--- config.mk ---
export PLATFORM = sky130hd
export DESIGN_NAME = synth_top
export DESIGN_NICKNAME = d
export VERILOG_FILES = /design/src/hw/synth_pkg.sv /design/src/hw/uart_cmd_rx.sv /design/src/hw/note_divider.sv /design/src/hw/wave_osc.sv /design/src/hw/i2s_tx.sv /design/src/hw/synth_top.sv
export VERILOG_INCLUDE_DIRS = /design/src /design/src/hw
export SDC_FILE = /design/constraint.sdc
export NUM_CORES = 1
export LEC_CHECK = 0
export ABC_AREA = 1
export BUFFER_PORTS_ARGS = -buffer_cell sky130_fd_sc_hd__clkbuf_2
export CAP_MARGIN = 20
export CORE_MARGIN = 2
export CORE_UTILIZATION = 64
export DETAILED_ROUTE_END_ITERATION = 6
export PLACE_DENSITY = 0.8
export REMOVE_ABC_BUFFERS = 1
export SLEW_MARGIN = 30
export SYNTH_ARGS = -nofsm -noshare
export SYNTH_HDL_FRONTEND = slang
export SYNTH_HIERARCHICAL = 1
export SYNTH_SLANG_ARGS = --single-unit
--- constraint.sdc ---
create_clock -name clk -period 2.85 [get_ports clk]
set_input_delay 0.57 -clock clk [delete_from_list [all_inputs] [get_ports clk]]
set_output_delay 0.57 -clock clk [all_outputs]
set_load 0.01 [all_outputs]
--- src/hw/synth_defines.svh ---
`ifndef SYNTH_DEFINES_SVH
`define SYNTH_DEFINES_SVH

// Audio sample width in bits
`define SAMPLE_W 8

// UART bit time in system clocks
`define UART_CLKS_PER_BIT 16

// Bits per I2S word, two copies of the sample
`define I2S_WORD_W 16

// Noise LFSR start value
`define LFSR_SEED 16'hACE1

// Note code after reset (A4)
`define RESET_NOTE 33

`endif

--- src/hw/synth_pkg.sv ---
`include "synth_defines.svh"

package synth_pkg;

    // Tonal waveforms, noise is a separate enable
    typedef enum logic [1:0] {
        wave_tri,
        wave_saw,
        wave_sqr
    } wave_e;

    typedef logic [`SAMPLE_W-1:0] sample_t;

    // Current voice command held by the UART decoder
    typedef struct packed {
        logic       noise_en;
        wave_e      wave;
        logic [5:0] note;
    } synth_cmd_t;

    typedef logic [17:0] period_t;

    // Clocks per sample step at octave 0, C through B
    localparam period_t semitone_periods [12] = '{
        18'd191572,  // C
        18'd180360,  // C#
        18'd170262,  // D
        18'd160714,  // D#
        18'd151516,  // E
        18'd143172,  // F
        18'd135134,  // F#
        18'd127550,  // G
        18'd120482,  // G#
        18'd113636,  // A
        18'd107526,  // A#
        18'd101734   // B
    };

endpackage

--- src/hw/uart_cmd_rx.sv ---
`timescale 1ns/1ps
`include "synth_defines.svh"

module uart_cmd_rx import synth_pkg::*; (
    input  logic       clk,
    input  logic       rst_n,
    input  logic       ena,
    input  logic       rx,
    output synth_cmd_t cmd
);

    localparam int CNT_W = $clog2(`UART_CLKS_PER_BIT);
    localparam logic [CNT_W-1:0] BIT_LAST  = CNT_W'(`UART_CLKS_PER_BIT - 1);
    localparam logic [CNT_W-1:0] HALF_LAST = CNT_W'(`UART_CLKS_PER_BIT / 2 - 1);

    typedef enum logic [1:0] {
        st_idle,
        st_start,
        st_data,
        st_stop
    } rx_state_e;

    rx_state_e        state;
    logic [CNT_W-1:0] bit_cnt;   // Clocks within the current bit
    logic [2:0]       bit_idx;   // Data bit number
    logic [7:0]       shift_q;   // Received byte, LSB first
    logic             rx_q;      // Previous line level for edge detect

    always_ff @(posedge clk or negedge rst_n) begin
        if (!rst_n) begin
            state   <= st_idle;
            bit_cnt <= '0;
            bit_idx <= '0;
            rx_q    <= 1'b1;
            cmd     <= '{noise_en: 1'b0, wave: wave_tri, note: 6'(`RESET_NOTE)};
        end else if (ena) begin
            rx_q <= rx;
            case (state)
                st_idle: begin
                    bit_cnt <= '0;
                    bit_idx <= '0;
                    if (rx_q && !rx) begin
                        state <= st_start;
                    end
                end
                st_start: begin
                    // Re-check the start bit at its middle
                    if (bit_cnt == HALF_LAST) begin
                        bit_cnt <= '0;
                        state   <= rx ? st_idle : st_data;
                    end else begin
                        bit_cnt <= bit_cnt + 1'b1;
                    end
                end
                st_data: begin
                    if (bit_cnt == BIT_LAST) begin
                        bit_cnt <= '0;
                        bit_idx <= bit_idx + 1'b1;
                        if (bit_idx == 3'd7) begin
                            state <= st_stop;
                        end
                    end else begin
                        bit_cnt <= bit_cnt + 1'b1;
                    end
                end
                st_stop: begin
                    // Stop bit level is not checked
                    if (bit_cnt == BIT_LAST) begin
                        bit_cnt <= '0;
                        state   <= st_idle;
                        case (shift_q)
                            8'h4E:   cmd.noise_en <= 1'b1;    // 'N'
                            8'h46:   cmd.noise_en <= 1'b0;    // 'F'
                            8'h54:   cmd.wave     <= wave_tri; // 'T'
                            8'h53:   cmd.wave     <= wave_saw; // 'S'
                            8'h51:   cmd.wave     <= wave_sqr; // 'Q'
                            default: cmd.note     <= shift_q[5:0];
                        endcase
                    end else begin
                        bit_cnt <= bit_cnt + 1'b1;
                    end
                end
                default: state <= st_idle;
            endcase
        end
    end

    // Data shift register, sampled at mid bit
    always_ff @(posedge clk) begin
        if (ena && state == st_data && bit_cnt == BIT_LAST) begin
            shift_q <= {rx, shift_q[7:1]};
        end
    end

endmodule

--- src/hw/note_divider.sv ---
`timescale 1ns/1ps
`include "synth_defines.svh"

module note_divider import synth_pkg::*; (
    input  logic       clk,
    input  logic       rst_n,
    input  logic       ena,
    input  logic [5:0] note,
    output logic       tick
);

    // Semitone table entry shifted down by the octave
    function automatic period_t period_of(input logic [5:0] code);
        logic [2:0] oct;
        logic [3:0] semi;
        if (code >= 6'd60) begin
            oct  = 3'd2;     // Out of range codes play A4
            semi = 4'd9;
        end else if (code >= 6'd48) begin
            oct  = 3'd4;
            semi = 4'(code - 6'd48);
        end else if (code >= 6'd36) begin
            oct  = 3'd3;
            semi = 4'(code - 6'd36);
        end else if (code >= 6'd24) begin
            oct  = 3'd2;
            semi = 4'(code - 6'd24);
        end else if (code >= 6'd12) begin
            oct  = 3'd1;
            semi = 4'(code - 6'd12);
        end else begin
            oct  = 3'd0;
            semi = code[3:0];
        end
        return semitone_periods[semi] >> oct;
    endfunction

    period_t    period_next;
    period_t    period_q;    // Period of the playing note
    period_t    cnt;         // Clocks since the last tick
    logic [5:0] note_q;
    logic       note_chg;

    assign period_next = period_of(note);
    assign note_chg    = (note != note_q);

    always_ff @(posedge clk or negedge rst_n) begin
        if (!rst_n) begin
            note_q   <= 6'(`RESET_NOTE);
            period_q <= period_of(6'(`RESET_NOTE));
            cnt      <= '0;
            tick     <= 1'b0;
        end else if (ena) begin
            note_q <= note;
            if (note_chg) begin
                period_q <= period_next;   // Restart on a new note
                cnt      <= '0;
                tick     <= 1'b0;
            end else if (cnt == period_q - 18'd1) begin
                cnt  <= '0;
                tick <= 1'b1;
            end else begin
                cnt  <= cnt + 18'd1;
                tick <= 1'b0;
            end
        end
    end

endmodule

--- src/hw/wave_osc.sv ---
`timescale 1ns/1ps
`include "synth_defines.svh"

module wave_osc import synth_pkg::*; (
    input  logic    clk,
    input  logic    rst_n,
    input  logic    ena,
    input  logic    tick,
    input  logic    noise_en,
    input  wave_e   wave,
    output sample_t sample
);

    sample_t     saw_q;
    sample_t     sqr_q;
    sample_t     tri_q;
    logic        tri_up;     // Triangle direction
    logic [15:0] lfsr_q;
    logic        tick_q;     // Oscillators settled, update sample
    sample_t     sel;

    always_ff @(posedge clk or negedge rst_n) begin
        if (!rst_n) begin
            saw_q  <= '0;
            sqr_q  <= '0;
            tri_q  <= '0;
            tri_up <= 1'b1;
            lfsr_q <= `LFSR_SEED;
            tick_q <= 1'b0;
        end else if (ena) begin
            tick_q <= tick;
            if (tick) begin
                saw_q <= saw_q + 1'b1;
                sqr_q <= ~sqr_q;
                // Turn at the ends without repeating them
                if (tri_up) begin
                    if (tri_q == '1) begin
                        tri_up <= 1'b0;
                        tri_q  <= tri_q - 1'b1;
                    end else begin
                        tri_q <= tri_q + 1'b1;
                    end
                end else begin
                    if (tri_q == '0) begin
                        tri_up <= 1'b1;
                        tri_q  <= tri_q + 1'b1;
                    end else begin
                        tri_q <= tri_q - 1'b1;
                    end
                end
                lfsr_q <= {lfsr_q[14:0], lfsr_q[15] ^ lfsr_q[13] ^ lfsr_q[12] ^ lfsr_q[10]};
            end
        end
    end

    always_comb begin
        if (noise_en) begin
            sel = lfsr_q[15:8];      // Upper byte as noise
        end else begin
            case (wave)
                wave_saw: sel = saw_q;
                wave_sqr: sel = sqr_q;
                default:  sel = tri_q;
            endcase
        end
    end

    always_ff @(posedge clk or negedge rst_n) begin
        if (!rst_n) begin
            sample <= '0;
        end else if (ena && tick_q) begin
            sample <= sel;
        end
    end

endmodule

--- src/hw/i2s_tx.sv ---
`timescale 1ns/1ps
`include "synth_defines.svh"

module i2s_tx import synth_pkg::*; (
    input  logic    clk,
    input  logic    rst_n,
    input  logic    ena,
    input  sample_t sample,
    output logic    sck,
    output logic    ws,
    output logic    sd
);

    localparam int BIT_W = $clog2(`I2S_WORD_W);

    logic [BIT_W-1:0]      bit_cnt;  // Bit position within the word
    logic [`I2S_WORD_W-1:0] shift_q;

    always_ff @(posedge clk or negedge rst_n) begin
        if (!rst_n) begin
            sck     <= 1'b0;
            ws      <= 1'b0;
            sd      <= 1'b0;
            bit_cnt <= '1;       // First falling sck starts a word
        end else if (ena) begin
            sck <= ~sck;
            if (sck) begin
                bit_cnt <= bit_cnt + 1'b1;
                if (bit_cnt == '1) begin
                    ws <= ~ws;
                    sd <= sample[`SAMPLE_W-1];
                end else begin
                    sd <= shift_q[`I2S_WORD_W-2];
                end
            end
        end
    end

    // Word payload, MSB goes out first
    always_ff @(posedge clk) begin
        if (ena && sck) begin
            if (bit_cnt == '1) begin
                shift_q <= {sample, sample};
            end else begin
                shift_q <= {shift_q[`I2S_WORD_W-2:0], 1'b0};
            end
        end
    end

endmodule

--- src/hw/synth_top.sv ---
`timescale 1ns/1ps

module synth_top import synth_pkg::*; (
    input  logic clk,
    input  logic rst_n,
    input  logic ena,
    input  logic uart_rx,
    output logic sck,
    output logic ws,
    output logic sd
);

    synth_cmd_t cmd;
    logic       tick;
    sample_t    sample;

    uart_cmd_rx uart_cmd_rx_i (
        .clk   (clk),
        .rst_n (rst_n),
        .ena   (ena),
        .rx    (uart_rx),
        .cmd   (cmd)
    );

    note_divider note_divider_i (
        .clk   (clk),
        .rst_n (rst_n),
        .ena   (ena),
        .note  (cmd.note),
        .tick  (tick)
    );

    wave_osc wave_osc_i (
        .clk      (clk),
        .rst_n    (rst_n),
        .ena      (ena),
        .tick     (tick),
        .noise_en (cmd.noise_en),
        .wave     (cmd.wave),
        .sample   (sample)
    );

    i2s_tx i2s_tx_i (
        .clk    (clk),
        .rst_n  (rst_n),
        .ena    (ena),
        .sample (sample),
        .sck    (sck),
        .ws     (ws),
        .sd     (sd)
    );

endmodule

==> impl_metrics.tcl <==
set metrics [dict create \
    dieWidth_um 121 \
    post_route_standard_cell_area_excluding_fillers_mm2 0.00961 \
    worstSetupStartpointType "flop" \
    worst_path_clk_slew_ns 0.06 \
    p_switching_mw 1.48 \
    synth_top_area_cell "dfrtp_1" \
    share_of_synthesized_area_occupied_by_flip_flops_and_latches 0.421 \
    drt_iter0_markers 703 \
    multi_input_comb_area_mm2 0.00446 \
    synth_most_common_cell "nand2_1" \
    placementRows 42 \
    drt-total-wl_um 19300 \
    post_route_cells_drive_above_1_share 0.138 \
    post_synth_most_frequent_cells "354 x nand2_1, 125 x nand3_1, 105 x inv_1, 90 x dfrtp_1, 84 x nor2_1" \
    pwr-share-clk 0.432 \
    global_routing_met1_resource_utilization 0.353 \
    post_cts_resize_count 0 \
    regArea_mm2 0.00370 \
    antenna_violating_nets_post_route 0 \
    grt_max_degree 48 \
    synth.top_cell.area_share 0.256 \
    fin_crit_sh 0.863 \
    synth_cell_types 49 \
    drc 0 \
    via_density_per_instance 5.59 \
    yosys_register_bits 142 \
    cts_max_level 4 \
    timing.final.max_slew_violations 0 \
    grt_met2_usage 0.468 \
    synth_area_leaders "dfrtp_1 26%, nand2_1 15%, dfstp_2 8.7%" \
    gp_routability_congestion 0.979 \
    min_path_type "input pin to async pin" \
    tritoncts "done" \
    worst_pin_slew_ns 0.911 \
    synth_warnings 6 \
    hold_violation_total_from_the_final_report 0 \
    final_net_count 1162 \
    critical_path_class "flop to flop" \
    first_global_vias 7142 \
    power_leakage_nw 4.64 \
    clk-insertion-delay-late_ns 0.42 \
    dpl_worst_slack_ns 0.542 \
    ctsLongestPathBuffers 2 \
    critical_path_required_ns 3.20 \
    place.detailed.hpwl_um 13200 \
    die_h_um 121 \
    peakVddDrop_mv 0.473 \
    antennaDiodeCount 0 \
    grt_setup_unrepaired "no" \
    finalSetupViolations 0 \
    clock-sinks 142 \
    timing.hold.ws_ns 0.153 \
    final_critical_path_setup_slack_ns 0.389 \
    grt.total_usage 0.274 \
    power_after_layout_mw 5.65 \
    swShare 0.262 \
    globalRouteMet3Util 0.0489 \
    antenna_violations_before_repair 0 \
    clock.fmax_ghz 0.406 \
    ctsHoldBuffers 0 \
    synthFlopType "dfrtp_1" \
    totalNegativeSetupSlack_ns 0 \
    max_cap_violations 0 \
    power_report.internal_total_mw 4.17 \
    postCtsSetupRepairBufs 0 \
    total_clock_buffers_created_by_cts 17 \
    wire_length_of_the_first_global_routing_pass_um 32300 \
    synthesis.instances 1132 \
    synth_edf_count 23 \
    power.sequential.fraction 0.438 \
    avgSynthCellArea_um2 7.78 \
    postPlaceCellArea_mm2 0.00896 \
    coreArea_mm2 0.0133 \
    synth_async_sr_flop_share 0.838 \
    io_pins 7 \
    area_delta_synth_final_pct 9.17 \
    timing.critical_path.fanout_max 8 \
    gr-max-usage-layer "met2" \
    root_buffer "clkbuf_16" \
    routed_via_count 7407 \
    fillers 1047 \
    endpoint_kind "flop" \
    drt-wirelength-per-cell_um 14.5 \
    cell_area_after_synthesis_mm2 0.00880 \
    drtPass1Iterations 6 \
    numPortBuffers 6 \
    grt_remaining_overflow 0 \
    final_period_minus_worst_setup_slack_ns 2.46 \
    floorplan.initialDensity 0.660 \
    cp_data_arrival_time_ns 2.81 \
    power.density_mw_per_mm2 588 \
    floorplan.die_area_mm2 0.0147 \
    worst_case_clock_skew_ns 0.0107 \
    timing.max_slew.rel_slack 0.390 \
    status "complete, no violations" \
    pwr-share-comb 0.130 \
]
==> flip-flops by register name (all words and copies together) (netlist names), 9 cells and up, named ones only <==
| name | cells |
|---|---|
| uart_cmd_rx_i/cmd | 9 |
| wave_osc_i/lfsr_q | 16 |
| note_divider_i/period_q | 18 |
| note_divider_i/cnt | 18 |
| i2s_tx_i/shift_q | 15 |
==> per-stage QoR <==
| step | utilization | instances |
|---|---|---|
| finish | 0.720 | 1326 |
| global route | 0.720 | 1326 |
| detailed placement | 0.671 | 1294 |
| global placement | 0.671 | 1294 |
| CTS | 0.720 | 1326 |
| floorplan | - | 1103 |
==> layout make-up <==
type | instances | area share
multi-input cells | 840 | 0.464
well taps | 176 | 0.0229
clock inverters | 13 | 0.0220
flip-flops and latches | 142 | 0.385
repair buffers | 15 | 0.0117
inverters | 121 | 0.0479
clock buffers | 19 | 0.0461
==> power by group through the flow <==
stage / Combinational, mW / Clock [mW] / Sequential, mW
global placement: 0.710 / 0 / 2.50
floorplan: 0.564 / 0 / 2.46
detailed placement: 0.732 / 0 / 2.50
CTS: 0.741 / 2.46 / 2.47
finish: 0.734 / 2.44 / 2.48
global route: 0.844 / 2.55 / 2.50
==> per-layer routing <==
layer	part of all wire	wire length, µm	vias to the layer above
met5	0	0	-
met4	0.016	315	0
met3	0.039	760	34
met2	0.50	9600	190
met1	0.45	8580	3518
li1	-	-	3665
==> cell usage in the layout, fill, tap and decap left out, drive strengths merged, types with 2 or more instances in the layout <==
cell type  netlist  routed
nand3          147     147
clkinv           3       7
dfstp           29      29
edfxtp          23      23
buf             23      10
o211ai          12      12
nor2            96      96
nor4             6       6
nand3b           4       4
o21ai           40      40
dfrtp           90      90
bufinv           0       5
xnor2           21      21
o21a             2       2
inv            118     119
nor3             6       6
clkbuf           6      24
nand2          375     375
xor2            45      45
or2              5       5
ha              21      21
clkinvlp         0       3
and3             2       2
o22ai            4       4
nand4           22      22
a21oi           26      26
==> cells by family after synthesis <==
family | share of synthesized area
flops | 0.421
compound gates | 0.0567
fa+ha+maj | 0.0298
simple gates | 0.353
xor+xnor | 0.0657
mux | 0.00114
buf+inv | 0.0728
==> path summary, 6_finish.rpt <==
check,endpoint,slack (ns),cells past startpoint,from
max,note_divider_i/period_q[3]$_DFFE_PN1P_,0.39,14,uart_cmd_rx_i/cmd[2]$_DFFE_PN0P_
max in group asynchronous,note_divider_i/period_q[11]$_DFFE_PN1P_,1.95,2,rst_n
min,i2s_tx_i/sd$_DFFE_PN0P_,0.15,1,rst_n
min reg2reg,uart_cmd_rx_i/shift_q[6]$_DFFE_PP_,0.46,0,uart_cmd_rx_i/shift_q[7]$_DFFE_PP_
min in group clk,uart_cmd_rx_i/shift_q[7]$_DFFE_PP_,0.35,1,uart_rx
max reg2reg,note_divider_i/period_q[3]$_DFFE_PN1P_,0.39,14,uart_cmd_rx_i/cmd[2]$_DFFE_PN0P_
==> critical path, stage by stage, from the launching register on <==
cell      delay (ns)
dfrtp_1         0.48
ha_1            0.30
nor2_1          0.13
nand2_1         0.11
nand2_1         0.08
nand3_1         0.08
nand2_1         0.11
nand2_2         0.09
a21boi_2        0.29
nand2_1         0.15
nand3_1         0.15
nand3_1         0.10
nand2_1         0.12
nand2_1         0.07
nand3_1         0.12
No activity file was read; power rests on OpenSTA's default activity.
